==> config.mk <==
export PLATFORM = sky130hd
export DESIGN_NAME = vip_swap_top
export DESIGN_NICKNAME = d
export VERILOG_FILES = /design/src/vip_stream_pkg.sv /design/src/vip_ctrl_pkg.sv /design/src/vip_core_if.sv /design/src/vip_packet_decoder.sv /design/src/vip_symbol_swap_core.sv /design/src/vip_flow_control_output.sv /design/src/vip_packet_encoder.sv /design/src/vip_swap_top.sv
export SDC_FILE = /design/constraint.sdc
export NUM_CORES = 1
export LEC_CHECK = 0
export ABC_AREA = 1
export ABC_CLOCK_PERIOD_IN_PS = 3800
export BUFFER_PORTS_ARGS = -buffer_cell sky130_fd_sc_hd__buf_4
export CAP_MARGIN = 20
export CORE_MARGIN = 2
export CORE_UTILIZATION = 35
export CTS_BUF_LIST = sky130_fd_sc_hd__clkbuf_8
export DETAILED_ROUTE_END_ITERATION = 16
export SYNTH_ARGS = -nofsm -noshare
export SYNTH_HDL_FRONTEND = slang
export SYNTH_SLANG_ARGS = --single-unit
export TNS_END_PERCENT = 100
==> constraint.sdc <==
create_clock -name clk -period 3.8 [get_ports clk]
set_clock_uncertainty 0.05 [all_clocks]
set_input_delay 0.38 -clock clk [delete_from_list [all_inputs] [get_ports clk]]
set_output_delay 0.38 -clock clk [all_outputs]
set_load 0.01 [all_outputs]
==> src/vip_stream_pkg.sv <==
package vip_stream_pkg;

	////////////////////////////////////////////////////////////
	// Beat format on the streaming interfaces
	////////////////////////////////////////////////////////////

	localparam int bits_per_symbol = 8;
	localparam int symbols_per_beat = 3;

	// Symbol 0 sits in the low bits of the beat.
	typedef logic [symbols_per_beat-1:0][bits_per_symbol-1:0] beat_t;

	////////////////////////////////////////////////////////////
	// Packet type codes
	////////////////////////////////////////////////////////////

	// Carried in the low nibble of symbol 0 of the header beat.
	localparam logic [3:0] type_video = 4'd0;
	localparam logic [3:0] type_ctrl = 4'd15;

	////////////////////////////////////////////////////////////
	// Frame geometry used until the first control packet
	////////////////////////////////////////////////////////////

	localparam logic [15:0] width_default = 16'd640;
	localparam logic [15:0] height_default = 16'd480;
	localparam logic [3:0] interlaced_default = 4'd0;

endpackage

==> src/vip_ctrl_pkg.sv <==
package vip_ctrl_pkg;

	////////////////////////////////////////////////////////////
	// Control packet contents
	////////////////////////////////////////////////////////////

	// Width is the most significant field, so the nibble order on the
	// wire matches the packed bit order of the struct.
	typedef struct packed {
		logic [15:0] width;
		logic [15:0] height;
		logic [3:0] interlaced;
	} ctrl_fields_t;

	// Width nibbles 3..0, height nibbles 3..0, then interlaced.
	// One nibble rides in the low bits of each symbol.
	localparam int ctrl_nibbles = 9;

endpackage

==> src/vip_core_if.sv <==
`timescale 1ns/1ns

interface vip_core_if #(
	parameter int BEAT_W = 24
) ();

	// Beat and control fields moving towards the sink.
	logic [BEAT_W-1:0] data;
	vip_ctrl_pkg::ctrl_fields_t ctrl;
	logic ctrl_valid;
	logic write;
	logic end_of_video;

	// Back-pressure from the sink.
	logic stall;

	modport source (
		output data,
		output ctrl,
		output ctrl_valid,
		output write,
		output end_of_video,
		input stall
	);

	modport sink (
		input data,
		input ctrl,
		input ctrl_valid,
		input write,
		input end_of_video,
		output stall
	);

endinterface

==> src/vip_packet_decoder.sv <==
`timescale 1ns/1ns

module vip_packet_decoder (
	input logic clk,
	input logic rst,
	input logic din_valid,
	input logic din_sop,
	input logic din_eop,
	input vip_stream_pkg::beat_t din_data,
	output logic din_ready,
	vip_core_if.source core
);

	localparam int nib_w = 4 * vip_ctrl_pkg::ctrl_nibbles;
	localparam int cnt_w = $clog2(vip_ctrl_pkg::ctrl_nibbles + 1);

	logic accept;
	logic hdr_video;
	logic hdr_ctrl;
	logic in_video;
	logic in_ctrl;
	logic pend_write;
	logic pend_ctrl;
	logic payload_ctrl;
	logic [nib_w-1:0] nib_sr;
	logic [nib_w-1:0] nib_sr_next;
	logic [cnt_w-1:0] nib_cnt;
	logic [cnt_w-1:0] nib_cnt_next;
	vip_stream_pkg::beat_t data_q;
	logic eov_q;
	vip_ctrl_pkg::ctrl_fields_t ctrl_q;

	assign din_ready = ~core.stall;
	assign accept = din_valid & din_ready;
	assign hdr_video = din_data[0][3:0] == vip_stream_pkg::type_video;
	assign hdr_ctrl = din_data[0][3:0] == vip_stream_pkg::type_ctrl;
	assign payload_ctrl = accept & ~din_sop & in_ctrl;

	// Shift in one nibble per symbol, symbol 0 first, until the packet is full.
	always_comb begin
		nib_sr_next = nib_sr;
		nib_cnt_next = nib_cnt;
		for (int s = 0; s < vip_stream_pkg::symbols_per_beat; s++) begin
			if (nib_cnt_next < vip_ctrl_pkg::ctrl_nibbles) begin
				nib_sr_next = {nib_sr_next[nib_w-5:0], din_data[s][3:0]};
				nib_cnt_next = nib_cnt_next + 1'b1;
			end
		end
	end

	////////////////////////////////////////////////////////////
	// Packet tracking and output strobes
	////////////////////////////////////////////////////////////

	always_ff @(posedge clk or posedge rst) begin
		if (rst) begin
			in_video <= 1'b0;
			in_ctrl <= 1'b0;
			nib_cnt <= '0;
			pend_write <= 1'b0;
			pend_ctrl <= 1'b0;
		end else begin
			// A held item leaves as soon as stall drops.
			if (!core.stall) begin
				pend_write <= accept & ~din_sop & in_video;
				pend_ctrl <= payload_ctrl & din_eop &
					(nib_cnt_next == vip_ctrl_pkg::ctrl_nibbles);
			end
			if (accept) begin
				if (din_sop) begin
					in_video <= hdr_video & ~din_eop;
					in_ctrl <= hdr_ctrl & ~din_eop;
					nib_cnt <= '0;
				end else begin
					if (din_eop) begin
						in_video <= 1'b0;
						in_ctrl <= 1'b0;
					end
					if (in_ctrl) begin
						nib_cnt <= nib_cnt_next;
					end
				end
			end
		end
	end

	always_ff @(posedge clk) begin
		if (accept) begin
			data_q <= din_data;
			eov_q <= din_eop;
		end
		if (payload_ctrl) begin
			nib_sr <= nib_sr_next;
		end
		if (payload_ctrl && din_eop) begin
			ctrl_q <= vip_ctrl_pkg::ctrl_fields_t'(nib_sr_next);
		end
	end

	assign core.data = data_q;
	assign core.end_of_video = eov_q;
	assign core.ctrl = ctrl_q;
	assign core.write = pend_write & ~core.stall;
	assign core.ctrl_valid = pend_ctrl & ~core.stall;

	// A write held back by stall keeps its beat until the core takes it.
	a_hold_in_stall: assert property (@(posedge clk) disable iff (rst)
		pend_write && core.stall |=> pend_write && $stable(core.data));

endmodule

==> src/vip_symbol_swap_core.sv <==
`timescale 1ns/1ns

module vip_symbol_swap_core #(
	parameter int BITS_PER_SYMBOL = 8,
	parameter int SYMBOLS_PER_BEAT = 3
) (
	input logic clk,
	input logic rst,
	vip_core_if.sink core_in,
	vip_core_if.source core_out
);

	localparam int beat_w = BITS_PER_SYMBOL * SYMBOLS_PER_BEAT;

	logic [beat_w-1:0] swapped;
	logic [beat_w-1:0] data_q;
	logic wr_q;
	logic ctrl_valid_q;
	logic eov_q;
	vip_ctrl_pkg::ctrl_fields_t ctrl_q;

	// The whole chain stalls together.
	assign core_in.stall = core_out.stall;

	// First symbol goes last, e.g. RGB becomes BGR.
	always_comb begin
		for (int s = 0; s < SYMBOLS_PER_BEAT; s++) begin
			swapped[s*BITS_PER_SYMBOL +: BITS_PER_SYMBOL] =
				core_in.data[(SYMBOLS_PER_BEAT-1-s)*BITS_PER_SYMBOL +: BITS_PER_SYMBOL];
		end
	end

	////////////////////////////////////////////////////////////
	// Pipeline register
	////////////////////////////////////////////////////////////

	always_ff @(posedge clk or posedge rst) begin
		if (rst) begin
			wr_q <= 1'b0;
			ctrl_valid_q <= 1'b0;
		end else if (!core_out.stall) begin
			wr_q <= core_in.write;
			ctrl_valid_q <= core_in.ctrl_valid;
		end
	end

	always_ff @(posedge clk) begin
		if (core_in.write) begin
			data_q <= swapped;
			eov_q <= core_in.end_of_video;
		end
		if (core_in.ctrl_valid) begin
			ctrl_q <= core_in.ctrl;
		end
	end

	// Held item is released in the first cycle without stall.
	assign core_out.write = wr_q & ~core_out.stall;
	assign core_out.ctrl_valid = ctrl_valid_q & ~core_out.stall;
	assign core_out.data = data_q;
	assign core_out.end_of_video = eov_q;
	assign core_out.ctrl = ctrl_q;

endmodule

==> src/vip_flow_control_output.sv <==
`timescale 1ns/1ns

module vip_flow_control_output #(
	parameter int BITS_PER_SYMBOL = 8,
	parameter int SYMBOLS_PER_BEAT = 3,
	parameter logic [15:0] WIDTH_DEFAULT = 16'd640,
	parameter logic [15:0] HEIGHT_DEFAULT = 16'd480,
	parameter logic [3:0] INTERLACED_DEFAULT = 4'd0
) (
	input logic clk,
	input logic rst,
	vip_core_if.sink core,
	input logic dout_ready,
	input logic ctrl_busy,
	output logic dout_valid,
	output logic dout_end_of_video,
	output logic [BITS_PER_SYMBOL*SYMBOLS_PER_BEAT-1:0] dout_data,
	output logic ctrl_send,
	output vip_ctrl_pkg::ctrl_fields_t enc_ctrl
);

	vip_ctrl_pkg::ctrl_fields_t ctrl_held;
	logic ctrl_pending;

	////////////////////////////////////////////////////////////
	// Write/stall to valid/ready
	////////////////////////////////////////////////////////////

	assign dout_valid = core.write;
	assign dout_data = core.data;
	assign dout_end_of_video = core.end_of_video;
	assign core.stall = ~dout_ready;

	////////////////////////////////////////////////////////////
	// Control values towards the encoder
	////////////////////////////////////////////////////////////

	// Live fields win in the cycle they arrive.
	assign enc_ctrl = core.ctrl_valid ? core.ctrl : ctrl_held;
	assign ctrl_send = (ctrl_pending | core.ctrl_valid) & ~ctrl_busy;

	always_ff @(posedge clk or posedge rst) begin
		if (rst) begin
			ctrl_held.width <= WIDTH_DEFAULT;
			ctrl_held.height <= HEIGHT_DEFAULT;
			ctrl_held.interlaced <= INTERLACED_DEFAULT;
			ctrl_pending <= 1'b0;
		end else begin
			ctrl_held <= enc_ctrl;
			// An update during a busy encoder waits here.
			if (core.ctrl_valid || !ctrl_busy) begin
				ctrl_pending <= core.ctrl_valid & ctrl_busy;
			end
		end
	end

	// Every send is taken up by the encoder on the next cycle.
	a_send_taken: assert property (@(posedge clk) disable iff (rst)
		ctrl_send |=> ctrl_busy);

endmodule

==> src/vip_packet_encoder.sv <==
`timescale 1ns/1ns

module vip_packet_encoder #(
	parameter int BITS_PER_SYMBOL = 8,
	parameter int SYMBOLS_PER_BEAT = 3
) (
	input logic clk,
	input logic rst,
	input logic dout_valid_in,
	input logic dout_end_of_video,
	input logic ctrl_send,
	input logic [BITS_PER_SYMBOL*SYMBOLS_PER_BEAT-1:0] beat_in,
	input vip_ctrl_pkg::ctrl_fields_t enc_ctrl,
	output logic ctrl_busy,
	output logic ready_out,
	output logic dout_valid,
	output logic dout_sop,
	output logic dout_eop,
	output logic [BITS_PER_SYMBOL*SYMBOLS_PER_BEAT-1:0] dout_data,
	input logic dout_ready
);

	localparam int beat_w = BITS_PER_SYMBOL * SYMBOLS_PER_BEAT;
	localparam int nibbles = vip_ctrl_pkg::ctrl_nibbles;
	localparam int ctrl_beats = (nibbles + SYMBOLS_PER_BEAT - 1) / SYMBOLS_PER_BEAT;
	localparam int cnt_w = $clog2(ctrl_beats + 1);
	localparam logic [beat_w-1:0] hdr_ctrl = {{(beat_w-4){1'b0}}, vip_stream_pkg::type_ctrl};
	localparam logic [beat_w-1:0] hdr_video = {{(beat_w-4){1'b0}}, vip_stream_pkg::type_video};

	typedef enum logic [2:0] {
		st_idle,
		st_ctrl_hdr,
		st_ctrl_pay,
		st_vid_hdr,
		st_vid_body
	} state_t;

	state_t state;
	logic [cnt_w-1:0] beat_cnt;
	vip_ctrl_pkg::ctrl_fields_t ctrl_q;
	logic [beat_w-1:0] ctrl_beat;
	logic [beat_w-1:0] pix_q;
	logic pix_held;
	logic pix_eov;
	logic out_free;
	logic take_in;
	logic load;
	logic [beat_w-1:0] load_data;
	logic load_sop;
	logic load_eop;

	assign out_free = ~dout_valid | dout_ready;
	assign take_in = dout_valid_in & ready_out;
	assign ctrl_busy = (state != st_idle) | dout_valid;

	// Pixels wait in the core while a header or control beat is due.
	always_comb begin
		case (state)
			st_idle: ready_out = out_free & ~pix_held;
			st_vid_body: ready_out = out_free & ~pix_held;
			default: ready_out = 1'b0;
		endcase
	end

	// Payload beat beat_cnt of the control packet.
	always_comb begin
		int n;
		ctrl_beat = '0;
		for (int s = 0; s < SYMBOLS_PER_BEAT; s++) begin
			n = int'(beat_cnt) * SYMBOLS_PER_BEAT + s;
			if (n < nibbles) begin
				ctrl_beat[s*BITS_PER_SYMBOL +: 4] = ctrl_q[(nibbles-1-n)*4 +: 4];
			end
		end
	end

	always_comb begin
		load = 1'b0;
		load_data = pix_q;
		load_sop = 1'b0;
		load_eop = 1'b0;
		case (state)
			st_ctrl_hdr: begin
				load = out_free;
				load_data = hdr_ctrl;
				load_sop = 1'b1;
			end
			st_ctrl_pay: begin
				load = out_free;
				load_data = ctrl_beat;
				load_eop = beat_cnt == cnt_w'(ctrl_beats - 1);
			end
			st_vid_hdr: begin
				load = out_free;
				load_data = hdr_video;
				load_sop = 1'b1;
			end
			st_vid_body: begin
				if (pix_held) begin
					load = out_free;
					load_eop = pix_eov;
				end else begin
					load = take_in;
					load_data = beat_in;
					load_eop = dout_end_of_video;
				end
			end
			default: ;
		endcase
	end

	////////////////////////////////////////////////////////////
	// FSM and output register
	////////////////////////////////////////////////////////////

	always_ff @(posedge clk or posedge rst) begin
		if (rst) begin
			state <= st_idle;
			beat_cnt <= '0;
			pix_held <= 1'b0;
			dout_valid <= 1'b0;
		end else begin
			if (load) begin
				dout_valid <= 1'b1;
			end else if (dout_ready) begin
				dout_valid <= 1'b0;
			end
			case (state)
				st_idle: begin
					if (take_in) begin
						pix_held <= 1'b1;
					end
					// A pending control packet goes before a held pixel.
					if (ctrl_send) begin
						state <= st_ctrl_hdr;
					end else if (!dout_valid && (pix_held || take_in)) begin
						state <= st_vid_hdr;
					end
				end
				st_ctrl_hdr: begin
					if (load) begin
						beat_cnt <= '0;
						state <= st_ctrl_pay;
					end
				end
				st_ctrl_pay: begin
					if (load) begin
						beat_cnt <= beat_cnt + 1'b1;
						if (load_eop) begin
							state <= pix_held ? st_vid_hdr : st_idle;
						end
					end
				end
				st_vid_hdr: begin
					if (load) begin
						state <= st_vid_body;
					end
				end
				st_vid_body: begin
					if (load) begin
						pix_held <= 1'b0;
						if (load_eop) begin
							state <= st_idle;
						end
					end
				end
				default: state <= st_idle;
			endcase
		end
	end

	always_ff @(posedge clk) begin
		if (state == st_idle && ctrl_send) begin
			ctrl_q <= enc_ctrl;
		end
		if (state == st_idle && take_in) begin
			pix_q <= beat_in;
			pix_eov <= dout_end_of_video;
		end
		if (load) begin
			dout_data <= load_data;
			dout_sop <= load_sop;
			dout_eop <= load_eop;
		end
	end

	a_hold_under_backpressure: assert property (@(posedge clk) disable iff (rst)
		dout_valid && !dout_ready |=> dout_valid && $stable(dout_data));

endmodule

==> src/vip_swap_top.sv <==
`timescale 1ns/1ns

module vip_swap_top (
	input logic clk,
	input logic rst,
	input logic din_valid,
	output logic din_ready,
	input vip_stream_pkg::beat_t din_data,
	input logic din_sop,
	input logic din_eop,
	output logic dout_valid,
	input logic dout_ready,
	output vip_stream_pkg::beat_t dout_data,
	output logic dout_sop,
	output logic dout_eop
);

	localparam int beat_w = vip_stream_pkg::bits_per_symbol * vip_stream_pkg::symbols_per_beat;

	logic fco_valid;
	logic fco_eov;
	logic [beat_w-1:0] fco_data;
	logic enc_ready;
	logic ctrl_send;
	logic ctrl_busy;
	vip_ctrl_pkg::ctrl_fields_t enc_ctrl;

	vip_core_if #(.BEAT_W(beat_w)) core_in ();
	vip_core_if #(.BEAT_W(beat_w)) core_out ();

	vip_packet_decoder decoder0 (
		.clk(clk),
		.rst(rst),
		.din_valid(din_valid),
		.din_sop(din_sop),
		.din_eop(din_eop),
		.din_data(din_data),
		.din_ready(din_ready),
		.core(core_in.source)
	);

	vip_symbol_swap_core #(
		.BITS_PER_SYMBOL(vip_stream_pkg::bits_per_symbol),
		.SYMBOLS_PER_BEAT(vip_stream_pkg::symbols_per_beat)
	) core0 (
		.clk(clk),
		.rst(rst),
		.core_in(core_in.sink),
		.core_out(core_out.source)
	);

	vip_flow_control_output #(
		.BITS_PER_SYMBOL(vip_stream_pkg::bits_per_symbol),
		.SYMBOLS_PER_BEAT(vip_stream_pkg::symbols_per_beat),
		.WIDTH_DEFAULT(vip_stream_pkg::width_default),
		.HEIGHT_DEFAULT(vip_stream_pkg::height_default),
		.INTERLACED_DEFAULT(vip_stream_pkg::interlaced_default)
	) fco0 (
		.clk(clk),
		.rst(rst),
		.core(core_out.sink),
		.dout_ready(enc_ready),
		.ctrl_busy(ctrl_busy),
		.dout_valid(fco_valid),
		.dout_end_of_video(fco_eov),
		.dout_data(fco_data),
		.ctrl_send(ctrl_send),
		.enc_ctrl(enc_ctrl)
	);

	vip_packet_encoder #(
		.BITS_PER_SYMBOL(vip_stream_pkg::bits_per_symbol),
		.SYMBOLS_PER_BEAT(vip_stream_pkg::symbols_per_beat)
	) encoder0 (
		.clk(clk),
		.rst(rst),
		.dout_valid_in(fco_valid),
		.dout_end_of_video(fco_eov),
		.ctrl_send(ctrl_send),
		.beat_in(fco_data),
		.enc_ctrl(enc_ctrl),
		.ctrl_busy(ctrl_busy),
		.ready_out(enc_ready),
		.dout_valid(dout_valid),
		.dout_sop(dout_sop),
		.dout_eop(dout_eop),
		.dout_data(dout_data),
		.dout_ready(dout_ready)
	);

endmodule

==> results.md <==
- The I/O pin count is 58.
- Once detail routing completed, the nets flagged for antenna violations numbered 0.
- The run finished, with violations left.
- The tree is rooted in a clkbuf_8.
- For the worst flop-to-flop path, the logic depth is 15.
- The number of endpoints with negative hold slack in the final report is 0.
- The cell that appears most often on the critical path is nand2_4.
- In the layout the commonest cells are nand2_1 (259), edfxtp_1 (245), inv_1 (93).
- Summing the areas of all xor and xnor instances in the mapped netlist gives 0.138% of the synthesized area.
- For this run the aggregate overflow at the end of global routing stands at 0.
- Setup repair after global routing left no endpoint under its margin.
- Yosys attributes the largest share of cell area to edfxtp_1 (58%), dfrtp_1 (9.5%), nand2_1 (7.7%).
- Input and output buffers added on the ports amount to 57.
- The area growth from synthesis to final layout is 16.7%.
- The worst hold path begins at din_data[1].
- Traced cell by cell, the critical path runs through inv_1, ha_1, nand2_4, nand2_4, nand2_2, nand2_2, nand3_4, nand2_4, nand2_1, nand2_2, nand3_2, nand2_4, inv_6, o21ai_0, o21ai_2.
- The mean routed wirelength per cell is 16.5 um.
- The post-synthesis share of cell area spent on full adders, half adders and majority gates is 0.789%.
- Power spread over the standard cell area amounts to 703 nW/um2.
- The worst register-to-register path has a setup slack of 720 ps.
- Along the worst path, the maximum fanout reaches 37.
- The worst slack at placement is 726 ps.
- Using the TritonRoute via totals, the vias-per-cell ratio works out to 4.91.
- Max-cap violations in this run came to 0.
- The area of the core is 35700 um2.
- In the synthesized netlist the dominant register cell turns out to be edfxtp_1.
- The beginning of the worst register-to-register path is decoder0.nib_cnt[0].
- Routability-driven placement finished with a final weighted congestion of 0.879.
- The post-synthesis async set-or-reset flop share is 18.1%.
- The capture instance of the worst register-to-register path is decoder0.nib_sr[35].
- Clock tree synthesis inserted a total of 48 buffers.
- The placed instance count is 1547.
- The number of rows created at floorplan is 69.
- Data on the critical path arrives at its endpoint at 3320 ps.
- During synthesis, Yosys emitted a total of 0 warnings.
- The number of antenna violations at the first check in global routing is 0.
- The first detailed-routing pass ran for 13 iterations.
- The classification of the worst setup path is flip-flop to flip-flop.
- Counting both buffers and inverters, the worst setup path holds a total of 2.
- Once the floorplan was initialized, standard cells occupied 35.6% of the core.
- The path class of the lowest-slack min-delay path is primary input to flip-flop.
- The total negative slack for setup checks is 0 ps.
- The slowest stage of the critical path belongs to the cell dfrtp_1.
- The post-synthesis cell count is 1053.
- At the pin with the least slew margin, the transition time is 840 ps.
- The clock transition at the registers of the reported paths is 60 ps.
- TritonCTS built the clock tree.
- The post-route non-filler standard cell count is 1663.
- The total setup violations reported at the end of the flow is 0.
- The synthesized design contains 245 enable-type register cells.
- The average instance area after synthesis is 12.0 um2.
- Headroom to the max-slew limit came out at 43.9%.
- STA classifies the critical path endpoint as a flip-flop.
- The via count is 8170.
- After detailed routing, the number of remaining DRC violations is 3.
- For hold timing, the worst endpoint is decoder0.core.data[1].
- The total power draw is 10.4 mW.
- The number of setup buffers added after CTS is 0.
- Based on the critical path, the design can be clocked at up to 325 MHz.
- Setup slack on the critical path of the routed design comes to 721 ps.
- For this run, the total global-route usage over all layers was measured as 14.6%.
- The register area is 8720 um2.
- In this run, the number of DRC markers left after iteration 0 of detailed routing was 774.
- IR analysis of the VDD net gives a maximum drop of 0.000418 V.
- The synthesized netlist contains 50 unique library cells.
- Leaving out fill and tap cells, the most frequent cell in the layout is nand2_1.
- The mapped netlist covers 12700 um2.
- The multiplexer share of the synthesized area is 3.35%.
- On the critical path the largest part of the delay comes from simple AND/OR/NAND/NOR gates.
- In this run the static leakage power is 5.95 nW.
- The clock period could shrink to 3080 ps.
- The die is 194 um tall.
- The number of max-slew violations in the final report came to 0.
- The total routed wirelength is 27400 um.
- CTS saw 299 sinks.
- The H-tree depth reported by CTS is 2.
- The multi-input combinational cells in the finished layout cover a total of 3460 um2.
- For the worst-skew pair, the clock arrives at the later sink with an insertion delay of 560 ps.
- After synthesis, the largest family of logic cells by area is simple AND/OR/NAND/NOR gates.
- The via count of the first global-routing pass is 8199.
- The die span in x is 194 um.
- The part of the Yosys area used for sequential elements is 68.7%.
- Summing the areas of all compound-gate instances in the mapped netlist gives 8.16% of the synthesized area.
- The data required time at the worst endpoint is 4040 ps.
- The delay of the slowest cell on the worst path is 410 ps.
- The largest net degree at the start of global routing is 67.
- The startpoint class of the critical path is a flip-flop.
- The layout filler cell count is 3338.
- edfxtp_1 takes more of the synthesized area than any other cell.
- Counting every net in the synthesized netlist gives 1091.
- The number of synthesized register bits is 299.
- The proportion of netlist area held by the largest area contributor is 58.0%.
- At the end of the flow, the number of nets in the layout was 1200.
- The die outline area is 37800 um2.
- The global-route wire length before repair is 44400 um.
- In the final layout, the share of cells above drive strength 1 is 19.4%.
- The checks that failed: design-rule violations.
- The synthesized-area fraction occupied by and/or/nand/nor cells is 14.7%.
- The number of cells traversed by the worst hold path is 1.
- The final critical path takes up 81.0% of the cycle.
- The clock passes through at most 3 buffers.
- The number of inserted diodes is 0.
- The detailed placement HPWL is 18500 um.
==> cell families (layout without fill, tap and decap cells) <==
family | Yosys count | after routing
mux | 38 | 38
buf+inv | 124 | 273
flops | 299 | 299
simple gates | 421 | 421
compound gates | 161 | 161
xor+xnor | 2 | 2
fa+ha+maj | 8 | 8
==> power by group <==
part	switching [mW]	internal [mW]	leakage, nW
Clock	1.25	1.36	0.536
Combinational	2.25	1.12	2.43
Sequential	0.188	4.26	2.98
Total	3.68	6.74	5.95
==> through the flow <==
stage / cell area, um2 / hold WS, ps / utilization [%]
finish: 14800 / 29.6 / 41.5
global route: 14800 / 6.45 / 41.5
CTS: 14800 / 6.81 / 41.5
detailed placement: 13600 / 355 / 38.2
global placement: 13600 / 353 / 38.2
floorplan: 12700 / 350 / -
==> routing by layer <==
layer | track usage (%) | part of all wire, %
met5 | 0 | 0
met4 | 3.90 | 1.6
met3 | 2.72 | 6.1
met2 | 22.4 | 45
met1 | 21.4 | 48
==> flip-flops by register name (all words and copies together) (netlist names), 4 cells and up <==
register and cells:
core0.core_out.ctrl 36, decoder0.core.ctrl 36, core0.core_out.data 24, decoder0.nib_sr 36
decoder0.nib_cnt 4, fco0.ctrl_held 36, encoder0.ctrl_q 36, encoder0.dout_data 24
encoder0.pix_q 24, decoder0.core.data 24
==> synth_stat cells, types with 5 or more instances <==
cell,instances
mux2_2,36
nand2_1,259
clkbuf_1,26
a32o_1,8
o21ai_2,16
inv_2,5
nor2_1,44
o22ai_1,6
edfxtp_1,245
o21ai_0,63
ha_1,8
o21a_1,8
inv_1,75
nand3_2,9
nand4_1,11
a21oi_1,24
dfstp_2,6
dfrtp_1,48
nand2_2,10
buf_2,8
a221oi_1,5
nand3_1,72
o2111ai_1,8
==> layout make-up <==
cell class	count	share of cell area, %
inverter	83	2.14
sequential	299	58.8
clock buffer	53	4.92
multi-input combinational	630	23.4
clock inverter	37	1.32
tap	461	3.89
timing repair buffer	100	5.51
==> how the worst max path moves through the flow <==
stage                   startpoint                endpoint  slack, ps  depth (start not counted)
6_report       decoder0.nib_cnt[0]     decoder0.nib_sr[35]        720                         15
2_1_floorplan    encoder0.state[1]      decoder0.pend_ctrl        280                         11
3_5_place_dp   decoder0.nib_cnt[0]     decoder0.nib_sr[35]        730                         15
3_3_place_gp   decoder0.nib_cnt[0]  decoder0.core.ctrl[35]        800                         15
5_1_grt        decoder0.nib_cnt[0]     decoder0.nib_sr[35]        400                         15
4_1_cts        decoder0.nib_cnt[0]     decoder0.nib_sr[35]        720                         15
==> worst reg2reg max path, cell delays in order, from the launching register on <==
cell     delay, ps
dfrtp_1        410
inv_1          130
ha_1           220
nand2_4        110
nand2_4        100
nand2_2         70
nand2_2        120
nand3_4        120
nand2_4        330
nand2_1        120
nand2_2         90
nand3_2        100
nand2_4        340
inv_6          240
o21ai_0        160
o21ai_2         90
==> timing repair <==
item	CTS	global route
gates resized for setup	0	0
hold buffers	26	0
endpoints found under the hold margin	54	0
Note: power is estimated with default switching activity, not from simulation.
